## src/design/mini_mcu_pkg.sv

```systemverilog
// shared widths, instruction fields, opcode/ALU/state enums and the address map

`default_nettype none

package mini_mcu_pkg;

  // datapath and register file sizes
  localparam int XLEN   = 32;
  localparam int NREGS  = 8;
  localparam int REG_AW = 3;

  // instruction field positions and widths
  localparam int OPC_W   = 4;
  localparam int OPC_LSB = 28;
  localparam int RD_LSB  = 25;
  localparam int RS1_LSB = 22;
  localparam int RS2_LSB = 19;
  localparam int IMM_W   = 16;

  // unlisted codes decode as halt
  typedef enum logic [OPC_W-1:0] {
    OP_ADDI = 4'd0,
    OP_ADD  = 4'd1,
    OP_SUB  = 4'd2,
    OP_AND  = 4'd3,
    OP_OR   = 4'd4,
    OP_XOR  = 4'd5,
    OP_SLL  = 4'd6,
    OP_SRL  = 4'd7,
    OP_LW   = 4'd8,
    OP_SW   = 4'd9,
    OP_BEQ  = 4'd10,
    OP_BNE  = 4'd11,
    OP_JMP  = 4'd12,
    OP_HALT = 4'd13
  } opcode_e;

  typedef enum logic [2:0] {
    ALU_ADD, ALU_SUB, ALU_AND, ALU_OR, ALU_XOR, ALU_SLL, ALU_SRL, ALU_EQ
  } alu_op_e;

  typedef enum logic [2:0] {
    S_IDLE, S_FETCH, S_IWAIT, S_EXEC, S_MEM, S_DWAIT, S_HALT
  } core_state_e;

  // data addresses from PERIPH_BASE upward go to the peripheral
  localparam logic [XLEN-1:0] PERIPH_BASE = 32'h0001_0000;
  localparam logic [XLEN-1:0] STATUS_OFS  = 32'h0000_0000;
  localparam logic [XLEN-1:0] EXIT_OFS    = 32'h0000_0004;

  // values written to the status register
  localparam logic [XLEN-1:0] PASS_CODE = 32'd123456789;
  localparam logic [XLEN-1:0] FAIL_CODE = 32'd1;

endpackage

`default_nettype wire

```

## src/design/alu.sv

```systemverilog
// combinational ALU with add, subtract, logic, shifts and equality compare

`default_nettype none

module alu (
  input  mini_mcu_pkg::alu_op_e          op_i,
  input  logic [mini_mcu_pkg::XLEN-1:0]  a_i,
  input  logic [mini_mcu_pkg::XLEN-1:0]  b_i,
  output logic [mini_mcu_pkg::XLEN-1:0]  result_o,
  output logic                           eq_o
);

  localparam int SHW = $clog2(mini_mcu_pkg::XLEN);

  logic [SHW-1:0] shamt;

  // shift amount is the low bits of b only
  assign shamt = b_i[SHW-1:0];
  assign eq_o  = (a_i == b_i);

  always_comb begin
    result_o = '0;
    case (op_i)
      mini_mcu_pkg::ALU_ADD: result_o = a_i + b_i;
      mini_mcu_pkg::ALU_SUB: result_o = a_i - b_i;
      mini_mcu_pkg::ALU_AND: result_o = a_i & b_i;
      mini_mcu_pkg::ALU_OR:  result_o = a_i | b_i;
      mini_mcu_pkg::ALU_XOR: result_o = a_i ^ b_i;
      mini_mcu_pkg::ALU_SLL: result_o = a_i << shamt;
      mini_mcu_pkg::ALU_SRL: result_o = a_i >> shamt;
      mini_mcu_pkg::ALU_EQ:  result_o = {{(mini_mcu_pkg::XLEN-1){1'b0}}, eq_o};
      default:               result_o = '0;
    endcase
  end

endmodule

`default_nettype wire

```

## config.mk

```make
export PLATFORM = sky130hd
export DESIGN_NAME = alu
export DESIGN_NICKNAME = d
export VERILOG_FILES = /design/src/design/mini_mcu_pkg.sv /design/src/design/alu.sv
export SDC_FILE = /design/constraint.sdc
export NUM_CORES = 1
export LEC_CHECK = 0
export BUFFER_PORTS_ARGS = -buffer_cell sky130_fd_sc_hd__buf_2
export CAP_MARGIN = 20
export CORE_UTILIZATION = 55
export DETAILED_ROUTE_END_ITERATION = 8
export PLACE_DENSITY = 0.76
export SLEW_MARGIN = 20
export SYNTH_ARGS = -nofsm -noshare
export SYNTH_HDL_FRONTEND = slang
export SYNTH_SLANG_ARGS = --single-unit
```

## constraint.sdc

```tcl
create_clock -name vclk -period 9.25
set_input_delay 0.4625 -clock vclk [all_inputs]
set_output_delay 0.4625 -clock vclk [all_outputs]
set_load 0.05 [all_outputs]
```

==> key figures <==
STA
  • Setup TNS: 0 ns
  • Minimum clock period: 5.59 ns
  • Final hold vios: 0
  • Worst-Margin Slew: 1.12 ns
  • Final Cycle Share: 60.5%
  • RSZ-0062 raised after global routing: no
  • Relative slew slack: 25.3%
  • Final setup vio count: 0
  • Slew Limit Fails: 0
  • FMAX: 179 MHz
  • Final hold slack: 1.58 ns

CTS
  • CTS Hold Bufs: 0
  • Postcts setup bufs: 0
  • Post-cts repair resize count: 0

Floorplan
  • I/O pin total: 100
  • Die W: 127 um
  • Std cell rows: 45
  • Die area: 16200 um2
  • Die Span Y: 127 um
  • Core Footprint: 15300 um2
  • Initial core utilization: 56.4%

Detailed routing
  • Antenna Nets Post-Route: 0
  • TritonRoute pass-1 iters: 9
  • # DRC: 1
  • Total wire length: 37900 um
  • Via count: 10800
  • WL per Instance: 25.5 um
  • DR iter-0 viols: 1688
  • Vias per cell: 7.23

Min path
  • Hold Crit Class: in2out

Critical path
  • Crit path DAT: 5.13 ns
  • Top fanout value on the critical path: 62
  • CP Data Required Time: 8.79 ns
  • Delay-heaviest family, CP: buffers and inverters
  • Crit. End Element: primary output
  • Worst path most repeated cell: buf_2
  • Slowest cell on the critical path: clkinv_1
  • Crit-path cells: buf_2, buf_4, clkinv_1, ha_1, a221o_1, a2111oi_4, o211ai_1, nand4_1, and3_1, or4b_1, nand3_1, buf_2
  • Setup CP Type: in2out
  • Max incr delay on CP: 0.96 ns
  • Critical Path Source Type: primary input
  • CP Buf/Inv Count: 4

Place
  • I/O Buffers: 100
  • Final Wtd Congestion: 1.07
  • Placed wire-length estimate: 29600 um

Synth
  • Seq/Total Area, Yosys: 0%
  • Largest area contributor in the netlist: ha_1
  • Synth top area share: 14.0%
  • Ys Warns: 0
  • Post-Synthesis Cell Area: 8610 um2
  • Synthesized netlist cell count: 1259
  • Top cells by instance count after synthesis: nor2_1 (127), nand2_1 (117), a21oi_1 (113)
  • Yosys cell types: 86
  • Top-count cell post-synth: nor2_1
  • Avg Inst Size Synth: 6.84 um2
  • Post-Syn Nets: 1424
  • Top post-synthesis cells by area: ha_1 (14%), mux2i_1 (7.7%), mux4_2 (7.3%)

Outcome
  • Failing checks: DRC
  • Run status: complete, but fails checks

Job
  • Max-cap violations: 0

Cells and area
  • Layout area overhead: 5.05%
  • # clk buffers: 0
  • Register area: 0 um2
  • Final net count: 1441
  • Layout cells sized above 1: 14.9%
  • Seq Cell Count: 0

Global routing
  • Global-route met3 utilization: 8.54%
  • GRT Max-Usage Layer: met2
  • Met2 Resource Use GR: 68.7%
  • First-pass GRT wire length: 56700 um
  • Largest net degree at the start of global routing: 74
  • Initial antenna violation count: 1
  • GRT Util Overall: 45.6%
  • Gr ovfl total: 0
  • Vias in the first global route: 9428
  • Met1 GRT Util: 65.5%
## stage by stage
| stage | util [%] | cell area (um2) | instances | setup slack [ns] |
|---|---|---|---|---|
| 4_1_cts | 59.2 | 9030 | 1485 | 3.82 |
| 2_1_floorplan | - | 8610 | 1259 | 3.89 |
| 5_1_grt | 59.2 | 9030 | 1485 | 3.47 |
| 3_5_place_dp | 59.2 | 9030 | 1485 | 3.83 |
| 3_3_place_gp | 59.2 | 9030 | 1485 | 3.89 |
| 6_report | 59.2 | 9040 | 1487 | 3.66 |
## worst min-delay path, delay by kind of cell
family	cells	cell delay (ns)
AND/OR/NAND/NOR	1	0.10
buffers and inverters	2	0.42
AO/OA/AOI/OAI	1	0.14
## layer usage
layer  wire (um)  vias to the layer above
met5           0                        -
met2       15700                      848
met4        1360                        0
met3        5270                      121
met1       15600                     5044
li1            -                     4739
## worst paths after layout
| path | startpoint | cells after the start | end |
|---|---|---|---|
| setup / recovery | b_i[3] | 12 | result_o[30] |
| hold / removal | op_i[2] | 4 | result_o[0] |
## layout by cell type (no fill, tap or decap), types with 5 or more instances in the layout
master | netlist | routed
a221oi_1 | 7 | 7
o221ai_1 | 6 | 6
a21boi_0 | 5 | 5
o31a_1 | 7 | 7
ha_1 | 96 | 96
a21oi_1 | 113 | 113
and2_1 | 11 | 11
o21ai_0 | 85 | 85
nor2_1 | 127 | 127
a31oi_1 | 14 | 14
mux2_2 | 20 | 20
xnor2_1 | 12 | 12
nor3_1 | 30 | 29
inv_1 | 101 | 101
o211ai_1 | 32 | 32
nand2_1 | 117 | 117
nor4_1 | 15 | 14
a211oi_1 | 20 | 20
a222oi_1 | 20 | 20
a211o_1 | 7 | 7
buf_2 | 27 | 99
o21bai_1 | 5 | 5
a22oi_1 | 6 | 6
nand2b_1 | 11 | 11
nand4_1 | 9 | 9
mux4_2 | 28 | 28
mux2i_1 | 66 | 66
o21a_1 | 11 | 11
o2111ai_1 | 6 | 6
a311oi_1 | 6 | 6
a21o_1 | 10 | 10
or3_1 | 10 | 10
nor2b_1 | 11 | 11
nand3_1 | 22 | 22
o22ai_1 | 13 | 13
buf_4 | 7 | 15
and3_1 | 8 | 8
o31ai_1 | 10 | 10
## cell families (layout without fill, tap and decap cells)
logic type / after synthesis / count (layout) / share of synthesized area [%]
buffers and inverters: 203 / 218 / 9.81
AOI/OAI and AO/OA: 439 / 439 / 35.0
and+or+nand+nor: 384 / 384 / 20.4
xor gates and xnor gates: 16 / 16 / 1.63
muxes: 119 / 119 / 18.7
adders and majority gates: 98 / 98 / 14.4
other: 0 / 2 / 0
## area by class of cell
type                       count  area [um2]
multi-input combinational   1056        7770
antenna                        2        5.00
inverter                     104         390
fill                        1577        6220
tap                          211         264
timing repair buffer         114         608
