**src/design/mini_mcu_pkg.sv**
```systemverilog
// shared widths, instruction fields, opcode/ALU/state enums and the address map

`default_nettype none

package mini_mcu_pkg;

  // datapath and register file sizes
  localparam int XLEN   = 32;
  localparam int NREGS  = 8;
  localparam int REG_AW = 3;

  // instruction field positions and widths
  localparam int OPC_W   = 4;
  localparam int OPC_LSB = 28;
  localparam int RD_LSB  = 25;
  localparam int RS1_LSB = 22;
  localparam int RS2_LSB = 19;
  localparam int IMM_W   = 16;

  // unlisted codes decode as halt
  typedef enum logic [OPC_W-1:0] {
    OP_ADDI = 4'd0,
    OP_ADD  = 4'd1,
    OP_SUB  = 4'd2,
    OP_AND  = 4'd3,
    OP_OR   = 4'd4,
    OP_XOR  = 4'd5,
    OP_SLL  = 4'd6,
    OP_SRL  = 4'd7,
    OP_LW   = 4'd8,
    OP_SW   = 4'd9,
    OP_BEQ  = 4'd10,
    OP_BNE  = 4'd11,
    OP_JMP  = 4'd12,
    OP_HALT = 4'd13
  } opcode_e;

  typedef enum logic [2:0] {
    ALU_ADD, ALU_SUB, ALU_AND, ALU_OR, ALU_XOR, ALU_SLL, ALU_SRL, ALU_EQ
  } alu_op_e;

  typedef enum logic [2:0] {
    S_IDLE, S_FETCH, S_IWAIT, S_EXEC, S_MEM, S_DWAIT, S_HALT
  } core_state_e;

  // data addresses from PERIPH_BASE upward go to the peripheral
  localparam logic [XLEN-1:0] PERIPH_BASE = 32'h0001_0000;
  localparam logic [XLEN-1:0] STATUS_OFS  = 32'h0000_0000;
  localparam logic [XLEN-1:0] EXIT_OFS    = 32'h0000_0004;

  // values written to the status register
  localparam logic [XLEN-1:0] PASS_CODE = 32'd123456789;
  localparam logic [XLEN-1:0] FAIL_CODE = 32'd1;

endpackage

`default_nettype wire

```
**src/design/obi_if.sv**
```systemverilog
// request/grant/response-valid bus with master and slave modports

`default_nettype none

interface obi_if ();

  logic                          req;
  logic                          gnt;
  logic [mini_mcu_pkg::XLEN-1:0] addr;
  logic                          we;
  logic [mini_mcu_pkg::XLEN-1:0] wdata;
  logic [mini_mcu_pkg::XLEN-1:0] rdata;
  logic                          rvalid;

  // request side holds req/addr/we/wdata until gnt
  modport master (output req, addr, we, wdata, input gnt, rdata, rvalid);

  // rvalid follows each grant by one cycle
  modport slave (input req, addr, we, wdata, output gnt, rdata, rvalid);

endinterface

`default_nettype wire

```
**src/design/exit_periph.sv**
```systemverilog
// test status flags, exit value register and exit-valid pulse

`default_nettype none

module exit_periph (
  input  logic                          clk_i,
  input  logic                          rst_i,
  obi_if.slave                          bus,
  output logic                          tests_passed_o,
  output logic                          tests_failed_o,
  output logic [mini_mcu_pkg::XLEN-1:0] exit_value_o,
  output logic                          exit_valid_o
);

  logic                          hit;
  logic                          sel_status;
  logic                          sel_exit;
  logic                          rvalid;
  logic [mini_mcu_pkg::XLEN-1:0] rdata;

  assign bus.gnt    = bus.req;
  assign hit        = bus.req && bus.gnt;
  assign sel_status = (bus.addr == mini_mcu_pkg::STATUS_OFS);
  assign sel_exit   = (bus.addr == mini_mcu_pkg::EXIT_OFS);

  always_ff @(posedge clk_i) begin
    if (rst_i) begin
      tests_passed_o <= 1'b0;
      tests_failed_o <= 1'b0;
      exit_value_o   <= '0;
      exit_valid_o   <= 1'b0;
      rvalid         <= 1'b0;
    end else begin
      rvalid       <= hit;
      exit_valid_o <= hit && bus.we && sel_exit;
      if (hit && bus.we && sel_exit) begin
        exit_value_o <= bus.wdata;
      end
      // status flags are sticky, unknown codes leave them alone
      if (hit && bus.we && sel_status) begin
        if (bus.wdata == mini_mcu_pkg::PASS_CODE) tests_passed_o <= 1'b1;
        if (bus.wdata == mini_mcu_pkg::FAIL_CODE) tests_failed_o <= 1'b1;
      end
    end
  end

  always_ff @(posedge clk_i) begin
    if (hit && !bus.we) begin
      rdata <= sel_exit ? exit_value_o : {30'b0, tests_failed_o, tests_passed_o};
    end
  end

  assign bus.rvalid = rvalid;
  assign bus.rdata  = rdata;

endmodule

`default_nettype wire

```
**src/flat_wrapper.sv**
```systemverilog
// flat-port wrapper written by rule: the top's interface ports become plain ports
module exit_periph_flat 
  (clk_i, rst_i, tests_passed_o, tests_failed_o, exit_value_o, exit_valid_o, bus_req, bus_addr, bus_we, bus_wdata, bus_gnt, bus_rdata, bus_rvalid);
  obi_if bus_i ();
  input  logic clk_i;
  input  logic rst_i;
  output logic tests_passed_o;
  output logic tests_failed_o;
  output logic [mini_mcu_pkg::XLEN-1:0] exit_value_o;
  output logic exit_valid_o;
  input wire logic [$bits(bus_i.req)-1:0] bus_req;
  input wire logic [$bits(bus_i.addr)-1:0] bus_addr;
  input wire logic [$bits(bus_i.we)-1:0] bus_we;
  input wire logic [$bits(bus_i.wdata)-1:0] bus_wdata;
  output wire logic [$bits(bus_i.gnt)-1:0] bus_gnt;
  output wire logic [$bits(bus_i.rdata)-1:0] bus_rdata;
  output wire logic [$bits(bus_i.rvalid)-1:0] bus_rvalid;
  assign bus_i.req = bus_req;
  assign bus_i.addr = bus_addr;
  assign bus_i.we = bus_we;
  assign bus_i.wdata = bus_wdata;
  assign bus_gnt = bus_i.gnt;
  assign bus_rdata = bus_i.rdata;
  assign bus_rvalid = bus_i.rvalid;
  exit_periph u_core (.clk_i(clk_i), .rst_i(rst_i), .bus(bus_i), .tests_passed_o(tests_passed_o), .tests_failed_o(tests_failed_o), .exit_value_o(exit_value_o), .exit_valid_o(exit_valid_o));
endmodule
```
**config.mk**
```make
export PLATFORM = sky130hd
export DESIGN_NAME = exit_periph_flat
export DESIGN_NICKNAME = d
export VERILOG_FILES = /design/src/design/mini_mcu_pkg.sv /design/src/design/obi_if.sv /design/src/design/exit_periph.sv /design/src/flat_wrapper.sv
export SDC_FILE = /design/constraint.sdc
export NUM_CORES = 1
export LEC_CHECK = 0
export ABC_AREA = 1
export BUFFER_PORTS_ARGS = -buffer_cell sky130_fd_sc_hd__buf_2
export CORE_MARGIN = 4
export CORE_UTILIZATION = 49
export CTS_BUF_LIST = sky130_fd_sc_hd__clkbuf_2
export CTS_CLUSTER_DIAMETER = 200
export DETAILED_ROUTE_END_ITERATION = 10
export GPL_ROUTABILITY_DRIVEN = 0
export MAX_ROUTING_LAYER = met4
export PLACE_DENSITY_LB_ADDON = 0.12
export SETUP_SLACK_MARGIN = 0.2
export SKIP_CTS_REPAIR_TIMING = 1
export SYNTH_ARGS = -nofsm -noshare
export SYNTH_HDL_FRONTEND = slang
export SYNTH_SLANG_ARGS = --single-unit
export TNS_END_PERCENT = 1
```
**constraint.sdc**
```tcl
create_clock -name clk_i -period 2.25 [get_ports clk_i]
set_input_delay 0 -clock clk_i [delete_from_list [all_inputs] [get_ports clk_i]]
set_output_delay 0 -clock clk_i [all_outputs]
set_load 0.01 [all_outputs]
```
==> results.md <==
- DRT iter0 DRCs: 148
- Library cells used by synthesis: 16
- Fin. max-slew vios: 0
- CP required: 2.66 ns
- # H-tree levels: 3
- Buf/Inv on CP: 4
- Crit-path cells: dlygate4sd3_1 > buf_2 > nand2_1 > inv_2 > nand3_1 > nor2_1 > nand2_1 > nor2_1 > nand2_1 > a21oi_1 > dlygate4sd3_1
- Vias in the first global route: 2741
- Min-delay worst type: primary input to flip-flop
- PwrDens: 510 nW/um^2
- CTS Buf Count: 9
- Top cell by count, worst path: nand2_1
- CP top delay family: buffers and inverters
- Cell Area, Synth: 3090 um^2
- Initial antenna violation count: 0
- Worst hold stages: 8
- Worst-Skew Late Latency: 0.47 ns
- Ant diodes: 0
- Core Area: 6030 um^2
- IO Port Bufs: 136
- Final ANT Viol Nets: 0
- CP Launch Type: primary input
- Ys async rst share: 0%
- Status: finished, violations left
- Flop2flop setup slack: 1.12 ns
- Crit path DAT: 2.25 ns
- Die width: 87.4 um
- GRT Total Usage: 20.9%
- Via density: 4.67
- NumNets Final: 643
- Final setup viols: 0
- Setup Total Neg Slack: 0 ns
- DRC: 0
- Failing checks: hold timing
- Hold WS: -0.0373 ns
- Cell taking the most area after synthesis: edfxtp_1
- WP depth: 11
- Max FO, Critical Path: 31
- Root buf cell: clkbuf_2
- Die Height: 87.4 um
- Initial Util: 51.2%
- Peak VDD IR: 396 uV
- Crit-path max cell delay: 0.55 ns
- CP max-delay cell: dlygate4sd3_1
- Post-synthesis sequential area ratio: 54.5%
- Count leader, synth: nor2_1
- CTS clk-pin slew, worst paths: 0.17 ns
- GRT Residual Overflow: 0
- Row cnt: 28
- Synth Net Count: 472
- Drt total wl: 8.14 mm
- Global-route wire length before repair: 12.1 mm
- Largest net degree at the start of global routing: 36
- Yosys top cell area share: 31.1%
- Crit share post-route: 82.0%
- Number of flops mapped to enable cells by yosys: 32
- Critical path type: primary input to flip-flop
- Mapped Cells: 404
- I/O pins: 137
- Die area: 7630 um^2
- Leakage: 2.05 nW
- Final min period: 1.84 ns
- Max-cap violations: 0
- Final HPWL DP: 5.67 mm
- Top post-synthesis cells by area: edfxtp_1 31%, dfxtp_1 23%, nor2_1 13%
- Share of layout cells above drive strength 1: 27.6%
- Clk sink count: 68
- WL per Instance: 12.4 um
- Clk buf depth: 2
- CP endpoint kind: flip-flop
- RSZ-0062 raised after global routing: false
- Syn avg cell area: 7.64 um^2
- Relative slew slack: 36.1%
- Top post-synthesis cells by count: 104 x nor2_1, 69 x inv_1, 60 x nand2_1
- FF+latch count, synth: 68
- Yosys warning total: 0
- Vias: 3060
- R2R cell count: 3
- Most common flop cell mapped by yosys: dfxtp_1
- Final Hold Fails: 1
- Synth-to-Final Area Change: 38.8%
- CTS tree: yes
- Clk_skew: 0.0272 ns
- First-pass iteration count of the detailed router: 4
- Highest clock rate: 542 MHz
- Measured slew at the worst slew-check pin: 0.957 ns
==> state kept, by name, summed over array words and instances, names as in the netlist <==
register and flops:
u_core.bus.rdata 32, u_core.bus.rvalid 1, u_core.exit_valid_o 1, u_core.exit_value_o 32, u_core.tests_failed_o 1, u_core.tests_passed_o 1
==> stage by stage <==
| step | power, W | utilization, % | setup WS [ns] | area [um^2] | instances |
|---|---|---|---|---|---|
| global placement | 0.00151 | 63.3 | 0.772 | 3810 | 602 |
| floorplan | 0.00141 | - | 0.426 | 3090 | 404 |
| global route | 0.00228 | 71.1 | 0.244 | 4280 | 655 |
| CTS | 0.00214 | 65.0 | 1.15 | 3910 | 618 |
| finish | 0.00219 | 71.1 | 0.405 | 4280 | 655 |
| detailed placement | 0.00151 | 63.3 | 0.692 | 3810 | 602 |
==> worst paths after layout <==
| kind | start | endpoint |
|---|---|---|
| max | bus_we | u_core.tests_passed_o |
| min reg2reg | u_core.tests_failed_o | u_core.tests_failed_o |
| max reg2reg | u_core.tests_passed_o | u_core.tests_passed_o |
| min | bus_addr[9] | u_core.tests_failed_o |
==> layout make-up <==
class,instances,area (um^2)
clock buffer,11,55.1
clock inverter,5,45.0
fill,505,1740
inverter,70,263
multi-input combinational,245,1030
sequential,68,1680
tap,75,93.8
timing repair buffer,181,1110
==> cells in the final DEF (no fill, tap or decap) <==
master / n
buf_4: 8
nor2_4: 2
o21ai_1: 2
nand2_1: 60
a21oi_1: 34
inv_1: 68
nand3_1: 39
nor3_1: 5
buf_2: 136
nor2_1: 103
clkbuf_2: 11
edfxtp_1: 32
bufinv_16: 1
dfxtp_1: 36
clkinv_1: 4
inv_2: 2
dlygate4sd3_1: 37
==> routing by layer <==
metal  vias up  track usage (%)  wire length, um
li1       1594                -                -
met1      1316             24.8             3220
met2       130             34.5             4070
met3        20             4.73              660
met4         0             8.09              184
met5         -                -                0
==> report_power, final <==
| part | switching [W] | total (W) | internal (W) |
|---|---|---|---|
| Clock | 0.000401 | 0.000654 | 0.000253 |
| Combinational | 0.000118 | 0.000230 | 0.000113 |
| Sequential | 0.00000233 | 0.00130 | 0.00130 |
| Total | 0.000521 | 0.00219 | 0.00167 |
==> cells by family after synthesis <==
group           Yosys count  synth area share (%)
buf+inv                  91                  12.2
compound gates           36                  5.84
simple gates            209                  27.5
flops                    68                  54.5
==> worst reg2reg max path: stages (launching register included) <==
cell and delay [ns]:
dfxtp_1 0.36, inv_1 0.05, a21oi_1 0.12, dlygate4sd3_1 0.55
Note: power is estimated with default switching activity, not from simulation.
