## src/design/mini_mcu_pkg.sv

```systemverilog
// shared widths, instruction fields, opcode/ALU/state enums and the address map

`default_nettype none

package mini_mcu_pkg;

  // datapath and register file sizes
  localparam int XLEN   = 32;
  localparam int NREGS  = 8;
  localparam int REG_AW = 3;

  // instruction field positions and widths
  localparam int OPC_W   = 4;
  localparam int OPC_LSB = 28;
  localparam int RD_LSB  = 25;
  localparam int RS1_LSB = 22;
  localparam int RS2_LSB = 19;
  localparam int IMM_W   = 16;

  // unlisted codes decode as halt
  typedef enum logic [OPC_W-1:0] {
    OP_ADDI = 4'd0,
    OP_ADD  = 4'd1,
    OP_SUB  = 4'd2,
    OP_AND  = 4'd3,
    OP_OR   = 4'd4,
    OP_XOR  = 4'd5,
    OP_SLL  = 4'd6,
    OP_SRL  = 4'd7,
    OP_LW   = 4'd8,
    OP_SW   = 4'd9,
    OP_BEQ  = 4'd10,
    OP_BNE  = 4'd11,
    OP_JMP  = 4'd12,
    OP_HALT = 4'd13
  } opcode_e;

  typedef enum logic [2:0] {
    ALU_ADD, ALU_SUB, ALU_AND, ALU_OR, ALU_XOR, ALU_SLL, ALU_SRL, ALU_EQ
  } alu_op_e;

  typedef enum logic [2:0] {
    S_IDLE, S_FETCH, S_IWAIT, S_EXEC, S_MEM, S_DWAIT, S_HALT
  } core_state_e;

  // data addresses from PERIPH_BASE upward go to the peripheral
  localparam logic [XLEN-1:0] PERIPH_BASE = 32'h0001_0000;
  localparam logic [XLEN-1:0] STATUS_OFS  = 32'h0000_0000;
  localparam logic [XLEN-1:0] EXIT_OFS    = 32'h0000_0004;

  // values written to the status register
  localparam logic [XLEN-1:0] PASS_CODE = 32'd123456789;
  localparam logic [XLEN-1:0] FAIL_CODE = 32'd1;

endpackage

`default_nettype wire

```

## src/design/reg_file.sv

```systemverilog
// register file with two asynchronous read ports and one write port

`default_nettype none

module reg_file (
  input  logic                            clk_i,
  input  logic                            rst_i,
  input  logic [mini_mcu_pkg::REG_AW-1:0] raddr_a_i,
  input  logic [mini_mcu_pkg::REG_AW-1:0] raddr_b_i,
  output logic [mini_mcu_pkg::XLEN-1:0]   rdata_a_o,
  output logic [mini_mcu_pkg::XLEN-1:0]   rdata_b_o,
  input  logic                            we_i,
  input  logic [mini_mcu_pkg::REG_AW-1:0] waddr_i,
  input  logic [mini_mcu_pkg::XLEN-1:0]   wdata_i
);

  // r0 has no storage
  logic [mini_mcu_pkg::XLEN-1:0] regs [1:mini_mcu_pkg::NREGS-1];

  always_ff @(posedge clk_i) begin
    if (rst_i) begin
      for (int i = 1; i < mini_mcu_pkg::NREGS; i++) begin
        regs[i] <= '0;
      end
    end else if (we_i && waddr_i != '0) begin
      regs[waddr_i] <= wdata_i;
    end
  end

  assign rdata_a_o = (raddr_a_i == '0) ? '0 : regs[raddr_a_i];
  assign rdata_b_o = (raddr_b_i == '0) ? '0 : regs[raddr_b_i];

endmodule

`default_nettype wire

```

## config.mk

```make
export PLATFORM = sky130hd
export DESIGN_NAME = reg_file
export DESIGN_NICKNAME = d
export VERILOG_FILES = /design/src/design/mini_mcu_pkg.sv /design/src/design/reg_file.sv
export SDC_FILE = /design/constraint.sdc
export NUM_CORES = 1
export LEC_CHECK = 0
export BUFFER_PORTS_ARGS = -buffer_cell sky130_fd_sc_hd__buf_2
export CAP_MARGIN = 5
export CORE_MARGIN = 3
export CORE_UTILIZATION = 25
export CTS_CLUSTER_DIAMETER = 30
export CTS_CLUSTER_SIZE = 12
export DETAILED_ROUTE_END_ITERATION = 10
export PLACE_DENSITY = 0.41
export SYNTH_ARGS = -nofsm -noshare
export SYNTH_HDL_FRONTEND = slang
export SYNTH_SLANG_ARGS = --single-unit
```

## constraint.sdc

```tcl
create_clock -name clk_i -period 1.6 [get_ports clk_i]
set_input_delay 0 -clock clk_i [delete_from_list [all_inputs] [get_ports clk_i]]
set_output_delay 0 -clock clk_i [all_outputs]
set_load 0.02 [all_outputs]
```

==> key figures, run 1 <==
Power
  • Clock Power Share: 51.6%
  • Flop pwr share: 34.0%
  • Cell-internal power: 0.0155 W
  • PD cells: 1170 nW/µm²
  • Switching share of total power: 25.1%
  • P_sw: 0.00522 W
  • Combinational power share: 14.4%
  • Static leakage: 6.83 nW
  • Max VDD drop: 0.782 mV

Finish
  • Area delta synth->final: 46.1%
  • Nets: 1,165
  • Commonest non-fill, non-tap cells in the layout: edfxtp_1, and2_1, buf_4, mux2i_1, buf_2
  • Regs by FF count: regs x224
  • Antenna Diode Count: 0
  • Share of cells above drive strength 1: 44.5%
  • Largest register by flop count: regs
  • Max FFs per register: 224
  • Cell area after layout: 17,700 µm²
  • Most common cell after layout, fill and taps aside: edfxtp_1

GRT
  • Met1 global-route usage: 21.4%
  • Number of global-route vias before repair: 9,072
  • GR Util met3: 2.55%
  • Global router's overall resource usage: 16.1%
  • Residual overflow from global routing: 0
  • Initial antenna violation count: 1
  • Busiest grt layer: met2
  • Largest net degree at the start of global routing: 33
  • First-pass GRT wire length: 60.9 mm
  • Met2 usage: 27.5%

Critical path
  • CP Cell Sequence: mux2_2, a221oi_4, a221oi_2, buf_2
  • Worst endpoint data arrival time: 1.87 ns
  • Crit path from: regs[1][1]
  • CP max FO: 2
  • CP required: 1.60 ns
  • CP Launch Type: register
  • Critical Path End Type: output pin
  • Critical path class: register to output pin
  • CP max stage delay: 0.40 ns
  • Slowest CP cell: edfxtp_1

Timing
  • PnR worst setup slack: -0.267 ns
  • Worst relative slew slack: 9.11%
  • Tmin final: 1.87 ns
  • Achievable frequency: 536 MHz
  • Pins Over Slew Limit: 0
  • Fin crit share: 117%
  • RSZ-0062 raised after global routing: yes
  • Slew @ Worst Pin: 1.36 ns
  • Setup-failing EPs final: 64
  • Final Hold Vio Count: 0

Synth
  • Post-Syn Nets: 925
  • Adder-Cell Fraction of Synth Area: 0%
  • Synth warn: 0
  • Synth Cell Area: 12,100 µm²
  • Syn_area_per_cell: 13.7 µm²
  • Mapped Cells: 881
  • Yosys cell types: 31
  • Sequential area share after synthesis: 55.6%
  • EDFF count, synth: 224
  • Synth Area in Compound Gates: 10.3%
  • Simple-gate portion of the synthesized area: 13.5%
  • Synth Area in XOR/XNOR: 0%
  • Largest family of logic cells by synthesized area: multiplexers
  • Multiplexer area fraction after synthesis: 16.2%
  • Synth Register Bits: 224
  • Top FF cell, synth: edfxtp_1
  • Asr flop ratio synth: 0%

Floorplan
  • Initial core utilization: 25.7%
  • Die height: 226 µm
  • Chip width: 226 µm
  • Die area: 51,100 µm²
  • CORE AREA: 47,100 µm²
  • I/O pin count: 108
  • Num rows: 79

Route
  • Vias: 8,486
  • Drt pass-1 iters: 4
  • DRT Wirelength: 41.4 mm
  • Final ANT Viol Nets: 0
  • Via density: 4.78
  • Residual DRC count: 0
  • Routed wire length per instance: 23.4 µm
  • Detailed Route Iter0 Violations: 438

Placement
  • DP Wirelength: 26.0 mm
  • Port bufs: 107
  • Gp weighted congestion: 0.717
  • Pre-CTS setup slack: 0.0147 ns
  • Post-DP Area: 13,800 µm²

Job
  • Max-Cap Viols: 0

Clocking
  • Sinks on Clock Net: 224
  • Max clock buf depth: 3
  • Total CTS buffers: 56
  • Root buffer cell: clkbuf_16
  • CTS tree: built
  • H-tree depth: 2
  • Worst-path clk slew: 0.04 ns

Hold path
  • Worst Min Path Start: rst_i
  • Hold WC Path Type: input port to register

Status
  • Outcome: finished with violations
  • Failing checks: setup timing
## cells in the mapped netlist, types with 2 or more instances
library cell  count  area, µm²
edfxtp_1        224       6730
a311oi_1          4       35.0
buf_4             7       52.6
or2_2             7       43.8
nor2_1            3       11.3
and2_2            6       45.0
mux2_2           64        721
a221oi_1        108        946
a211oi_1          4       30.0
nor2_4            3       33.8
and2_1          220       1380
buf_6            24        270
buf_2            15       75.1
a221oi_2         14        210
nand2_1           2       7.51
clkbuf_1         31        116
mux2i_1         124       1240
nand2b_1          3       18.8
nor2b_1           6       37.5
## cell families after synthesis
family / Yosys count
and+or+nand+nor: 255
DFF: 224
muxes: 188
AOI/OAI and AO/OA: 133
buffers and inverters: 81
## worst paths after layout
kind | end | slack, ns | depth (start not counted)
worst max-delay path | rdata_b_o[1] | -0.27 | 4
worst min-delay path | regs[4][2] | 0.18 | 4
## stage by stage
stage,total power [W],instances,TNS (ns),hold WS [ns],utilization (%)
CTS,0.0208,1751,-15.95,0.170,36.2
floorplan,0.00839,881,0,0.198,-
global route,0.0215,1774,-17.23,0.199,37.5
global placement,0.00941,1589,-0.0116,0.368,29.2
finish,0.0208,1774,-12.09,0.180,37.5
detailed placement,0.00942,1589,0,0.372,29.2
## critical path, delay by kind of cell (launching register included)
kind                   cells  cell delay [ns]
AO/OA/AOI/OAI              2             0.38
multiplexers               1             0.30
flip-flops                 1             0.40
buffers and inverters      1             0.22
## layout make-up
cell class | count | area (µm²)
Fill cell | 4472 | 29500
Sequential cell | 224 | 6730
Multi-Input combinational cell | 576 | 6190
Timing Repair Buffer | 262 | 2190
Clock buffer | 66 | 1460
Tap cell | 607 | 759
Clock inverter | 38 | 345
Inverter | 1 | 3.75
## power groups by stage
stage | registers [W] | clock network [W] | logic [W]
floorplan | 0.00708 | 0 | 0.00131
global placement | 0.00714 | 0 | 0.00228
global route | 0.00710 | 0.0112 | 0.00319
finish | 0.00706 | 0.0107 | 0.00300
CTS | 0.00706 | 0.0109 | 0.00279
detailed placement | 0.00714 | 0 | 0.00228
## layer usage
layer / routed length (µm) / vias up / part of all wire [%]
met5: 0 / - / 0
met4: 839 / 0 / 2.0
met3: 1510 / 66 / 3.6
met2: 20400 / 175 / 49
met1: 18600 / 4296 / 45
li1: - / 3949 / -
## timing repair
item | 4_1_cts | 5_1_grt
setup buffers | 32 | 27
setup endpoints to repair | 64 | 64
endpoints found under the hold margin | 224 | 0
hold buffers | 32 | 0
gates resized for setup | 154 | 76
gates cloned | 0 | 0
pin swaps | 28 | 43
No activity file was read; power rests on OpenSTA's default activity.
==> run 2: changes to the inputs <==
--- a/config.mk
+++ b/config.mk
@@ -5,6 +5,7 @@
 export SDC_FILE = /design/constraint.sdc
 export NUM_CORES = 1
 export LEC_CHECK = 0
+export ABC_AREA = 1
 export BUFFER_PORTS_ARGS = -buffer_cell sky130_fd_sc_hd__buf_2
 export CAP_MARGIN = 5
 export CORE_MARGIN = 3
==> key figures, run 2 <==
Timing
  • Final Hold Vio Count: 0
  • Pins Over Slew Limit: 0
  • Achievable frequency: 628 MHz
  • Slew @ Worst Pin: 0.644 ns
  • Worst relative slew slack: 57.0%
  • Setup-failing EPs final: 0
  • RSZ-0062 raised after global routing: yes
  • Tmin final: 1.59 ns
  • PnR worst setup slack: 0.00707 ns
  • Worst hold slack: 0.0939 ns
  • Fin crit share: 99.6%

Critical path
  • CP max stage delay: 0.39 ns
  • CP top delay family: flip-flops
  • Slowest CP cell: edfxtp_1
  • CP max FO: 2
  • CP Launch Type: register
  • CP Cell Sequence: o211ai_1, nand2_1, nand2_1, nand2_1, buf_6
  • Cell mode on critical path: nand2_1
  • Number of buffers and inverters on the critical path: 1
  • Critical Path End Type: output pin
  • CP required: 1.60 ns
  • Worst endpoint data arrival time: 1.59 ns
  • Critical path class: register to output pin

Synth
  • Yosys cell types: 16
  • Simple-gate portion of the synthesized area: 29.9%
  • Post-synth top area cell: edfxtp_1
  • Synth Cell Area: 14,800 µm²
  • Largest family of logic cells by synthesized area: simple AND/OR/NAND/NOR gates
  • Asr flop ratio synth: 0%
  • Adder-Cell Fraction of Synth Area: 0%
  • Synth Area in XOR/XNOR: 0%
  • Top FF cell, synth: edfxtp_1
  • Commonest cells in the netlist: nand2_1, nor2_1, inv_1, edfxtp_1, nand3_1
  • Synth Area in Compound Gates: 5.80%
  • Synth Register Bits: 256
  • Sequential area share after synthesis: 52.1%
  • Mapped Cells: 1,896
  • Post-synth top area share: 52.1%
  • Syn_area_per_cell: 7.79 µm²
  • Multiplexer area fraction after synthesis: 0%
  • Dominant cell by count in the synthesized netlist: nand2_1
  • Dominant cells by area after synthesis: edfxtp_1, nand2_1, nor2_1, inv_1, nand3_1
  • Synth warn: 0
  • EDFF count, synth: 256

Placement
  • Pre-CTS setup slack: 0.256 ns
  • DP Wirelength: 32.2 mm
  • Port bufs: 107
  • Inst Count DP: 2,742
  • Post-DP Area: 16,500 µm²
  • Gp weighted congestion: 0.767

Finish
  • Nets: 2,131
  • Final std cells w/o fill: 2,914
  • Share of cells above drive strength 1: 24.0%
  • Commonest non-fill, non-tap cells in the layout: nand2_1, edfxtp_1, inv_1, nor2_1, nand3_1
  • Footprint of the multi-input gates: 6030 µm²
  • Regs by FF count: regs x256
  • Cell area after layout: 20,500 µm²
  • Largest register by flop count: regs
  • Register area: 7690 µm²
  • Area delta synth->final: 38.6%
  • Fillcell total: 5,973
  • Max FFs per register: 256
  • Antenna Diode Count: 0
  • Most common cell after layout, fill and taps aside: nand2_1

Status
  • Outcome: finished, final reports clean

Route
  • Routed wire length per instance: 18.3 µm
  • Via density: 4.52
  • Vias: 13,178
  • Detailed Route Iter0 Violations: 808
  • Residual DRC count: 0
  • Final ANT Viol Nets: 0
  • DRT Wirelength: 53.3 mm
  • Drt pass-1 iters: 5

GRT
  • First-pass GRT wire length: 79.9 mm
  • Largest net degree at the start of global routing: 71
  • Number of global-route vias before repair: 13,077
  • Global router's overall resource usage: 16.9%
  • Initial antenna violation count: 0
  • Residual overflow from global routing: 0

Floorplan
  • Die height: 249 µm
  • Initial core utilization: 25.4%
  • CORE AREA: 58,000 µm²
  • I/O pin count: 108
  • Chip width: 249 µm
  • Die area: 62,000 µm²
  • Num rows: 88

Clocking
  • Sinks on Clock Net: 256
  • Root buffer cell: clkbuf_16
  • Max clock buf depth: 3
  • Setup Fix Bufs, Post-CTS: 0
  • Total CTS buffers: 78
  • H-tree depth: 3
  • Worst-path clk slew: 0.04 ns
  • CTS tree: built

Hold path
  • Hold Crit Depth: 4
  • Worst Min Path Start: waddr_i[2]
  • Hold-critical path endpoint: regs[7][0]
  • Hold WC Path Type: input port to register

Power
  • Max VDD drop: 0.743 mV
  • PD cells: 1340 nW/µm²
  • Static leakage: 9.43 nW

Job
  • Max-Cap Viols: 0
## run 2: cells by family after synthesis
| family | Yosys count |
|---|---|
| buffers and inverters | 418 |
| flip-flops | 256 |
| other | 1 |
| AO/OA/AOI/OAI | 113 |
| AND/OR/NAND/NOR | 1108 |
## run 2: through the flow
step | util [%] | power, W | setup TNS, ns
final | 35.3 | 0.0274 | 0
after global routing | 35.3 | 0.0284 | -2.77
after CTS | 34.5 | 0.0275 | -0.431
after detailed placement | 28.4 | 0.0110 | 0
after global placement | 28.4 | 0.0110 | 0
after floorplan | - | 0.00988 | -7.43
## run 2: cell type report
type                    count  area share (%)
flip-flops and latches    256            37.6
well taps                 765            4.68
clock inverters            49            3.28
inverters                 297            5.46
repair buffers            201            9.56
clock buffers              93            10.0
multi-input cells        1253            29.5
## run 2: how the worst max path moves through the flow
stage | depth (start not counted) | from | slack (ns) | endpoint
after floorplan | 5 | we_i | -0.08 | regs[2][0]
after global placement | 7 | raddr_b_i[0] | 0.27 | rdata_b_o[17]
after detailed placement | 7 | raddr_b_i[0] | 0.26 | rdata_b_o[20]
after CTS | 5 | regs[0][28] | -0.06 | rdata_b_o[28]
after global routing | 7 | regs[7][22] | -0.1 | rdata_b_o[22]
final | 5 | regs[0][28] | 0.007 | rdata_b_o[28]
## run 2: tightest hold or removal path, stage by stage
cell     delay, ns
buf_2         0.13
nand3_2       0.09
nand2_2       0.06
buf_12        0.20
## run 2: report_power, final
group,internal [W],total (W),leakage (nW),switching (W)
clock network,0.0114,0.0160,1.33,0.00454
registers,0.00786,0.00804,2.46,0.000174
logic,0.00121,0.00340,5.64,0.00219
total,0.0205,0.0274,9.43,0.00690
## run 2: what timing repair did
action                     4_1_cts  5_1_grt
setup endpoints to repair       50       64
hold endpoints to repair       256        0
resized for setup              166      181
hold buffers                    32        0
pin swaps                       34      105
## run 2: routing by layer
metal	global-route usage (%)	up-vias	part of all wire, %
li1	-	6393	-
met4	6.03	0	2.7
met3	3.02	103	5.3
met1	22.4	6331	46
met2	27.6	351	46
met5	0	-	0
==> run 3: changes to the inputs <==
--- a/config.mk
+++ b/config.mk
@@ -8,6 +8,7 @@
 export ABC_AREA = 1
 export BUFFER_PORTS_ARGS = -buffer_cell sky130_fd_sc_hd__buf_2
 export CAP_MARGIN = 5
+export CORE_ASPECT_RATIO = 1.2
 export CORE_MARGIN = 3
 export CORE_UTILIZATION = 25
 export CTS_CLUSTER_DIAMETER = 30
==> key figures, run 3 (synthesized netlist as in run 2, its figures left out) <==
Timing
  • Setup-failing EPs final: 0
  • Setup TNS: 0 ns
  • Worst relative slew slack: 59.6%
  • Slew @ Worst Pin: 0.606 ns
  • Achievable frequency: 630 MHz
  • Final Hold Vio Count: 0
  • Pins Over Slew Limit: 0
  • Fin crit share: 99.2%
  • PnR worst setup slack: 0.0122 ns
  • RSZ-0062 raised after global routing: yes
  • Tmin final: 1.59 ns

Power
  • Max VDD drop: 0.694 mV
  • PD cells: 1300 nW/µm²
  • Static leakage: 9.44 nW
  • Power Total: 0.0267 W

Finish
  • Area delta synth->final: 39.0%
  • Register area: 7690 µm²
  • Cell area after layout: 20,500 µm²
  • Regs by FF count: regs x256
  • Footprint of the multi-input gates: 6060 µm²
  • Commonest non-fill, non-tap cells in the layout: nand2_1, edfxtp_1, nor2_1, inv_1, nand3_1
  • Max FFs per register: 256
  • Share of cells above drive strength 1: 24.5%
  • Nets: 2,139
  • Final std cells w/o fill: 2,941
  • Fillcell total: 5,993
  • Most common cell after layout, fill and taps aside: nand2_1
  • Largest register by flop count: regs
  • Antenna Diode Count: 0

Floorplan
  • CORE AREA: 57,800 µm²
  • Initial core utilization: 25.6%
  • I/O pin count: 108
  • Num rows: 96
  • Chip width: 228 µm
  • Die area: 62,000 µm²
  • Die height: 272 µm

GRT
  • Residual overflow from global routing: 0
  • First-pass GRT wire length: 80.4 mm
  • Largest net degree at the start of global routing: 78
  • Initial antenna violation count: 0
  • Number of global-route vias before repair: 13,592
  • Global router's overall resource usage: 16.9%

Status
  • Outcome: finished, final reports clean

Clocking
  • Worst-path clk slew: 0.04 ns
  • Total CTS buffers: 83
  • Max clock buf depth: 3
  • CTS tree: built
  • Sinks on Clock Net: 256
  • H-tree depth: 3
  • Setup Fix Bufs, Post-CTS: 0
  • Root buffer cell: clkbuf_16

Critical path
  • Slowest CP cell: edfxtp_1
  • CP required: 1.60 ns
  • Critical path class: register to output pin
  • CP max stage delay: 0.31 ns
  • CP Launch Type: register
  • Number of buffers and inverters on the critical path: 2
  • CP max FO: 2
  • Critical Path End Type: output pin
  • Worst endpoint data arrival time: 1.59 ns
  • CP top delay family: simple AND/OR/NAND/NOR gates
  • CP Cell Sequence: inv_1, nand2_1, nand3_1, nand3_1, nand2_2, nor2_4, buf_6
  • Cell mode on critical path: nand3_1

Placement
  • Gp weighted congestion: 0.769
  • DP Wirelength: 32.0 mm
  • Pre-CTS setup slack: 0.104 ns
  • Inst Count DP: 2,761
  • Post-DP Area: 16,600 µm²
  • Port bufs: 107

Route
  • Routed wire length per instance: 17.9 µm
  • Vias: 13,215
  • Residual DRC count: 0
  • Detailed Route Iter0 Violations: 872
  • Drt pass-1 iters: 5
  • DRT Wirelength: 52.7 mm
  • Final ANT Viol Nets: 0
  • Via density: 4.49

Hold path
  • Hold WC Path Type: input port to register

Job
  • Max-Cap Viols: 0
-- run 3: changes by cell type in the layout (fill, tap and decap cells not counted), moves of 6 or more --
cell / change
inv_1: -12
inv_2: +11
nand3_1: -10
nand3_2: +10
nand2_1: +9
nand2_2: -9
bufinv_16: -8
clkbuf_16: +6
-- run 3: routing by layer --
| layer | share of wire, % | GRT usage, % | vias up |
|---|---|---|---|
| met3 | 4.9 | 3.60 | 131 |
| li1 | - | - | 6398 |
| met1 | 43 | 20.9 | 6346 |
| met5 | 0 | 0 | - |
| met2 | 48 | 28.7 | 340 |
| met4 | 3.6 | 7.31 | 0 |
-- run 3: timing repair --
action | 4_1_cts | 5_1_grt
resized for setup | 154 | 209
endpoints found under the setup margin | 52 | 64
endpoints found under the hold margin | 260 | 0
pin swaps | 51 | 115
hold buffers | 34 | 0
-- run 3: final timing paths --
check / slack, ns / to / start / depth (start not counted)
worst max-delay path: 0.01 / rdata_a_o[26] / regs[7][26] / 7
worst min-delay path: 0.08 / regs[7][25] / rst_i / 4
-- run 3: power by group --
group          internal [W]  switching [W]  leakage [nW]  total, W
clock network        0.0107        0.00455          1.29    0.0153
registers           0.00787       0.000182          2.46   0.00805
logic               0.00124        0.00218          5.69   0.00341
-- run 3: metrics by stage --
step                util [%]  hold slack [ns]
floorplan                  -           0.0989
global placement        28.7            0.192
detailed placement      28.7            0.193
CTS                     34.6           0.0414
global route            35.5           0.0779
finish                  35.5           0.0789
-- run 3: area by class of cell --
class                           count  area share [%]
Clock inverter                     47            2.12
Clock buffer                      100            10.7
Sequential cell                   256            37.4
Timing Repair Buffer              204            9.95
Tap cell                          784            4.78
Inverter                          297            5.45
Multi-Input combinational cell   1253            29.5
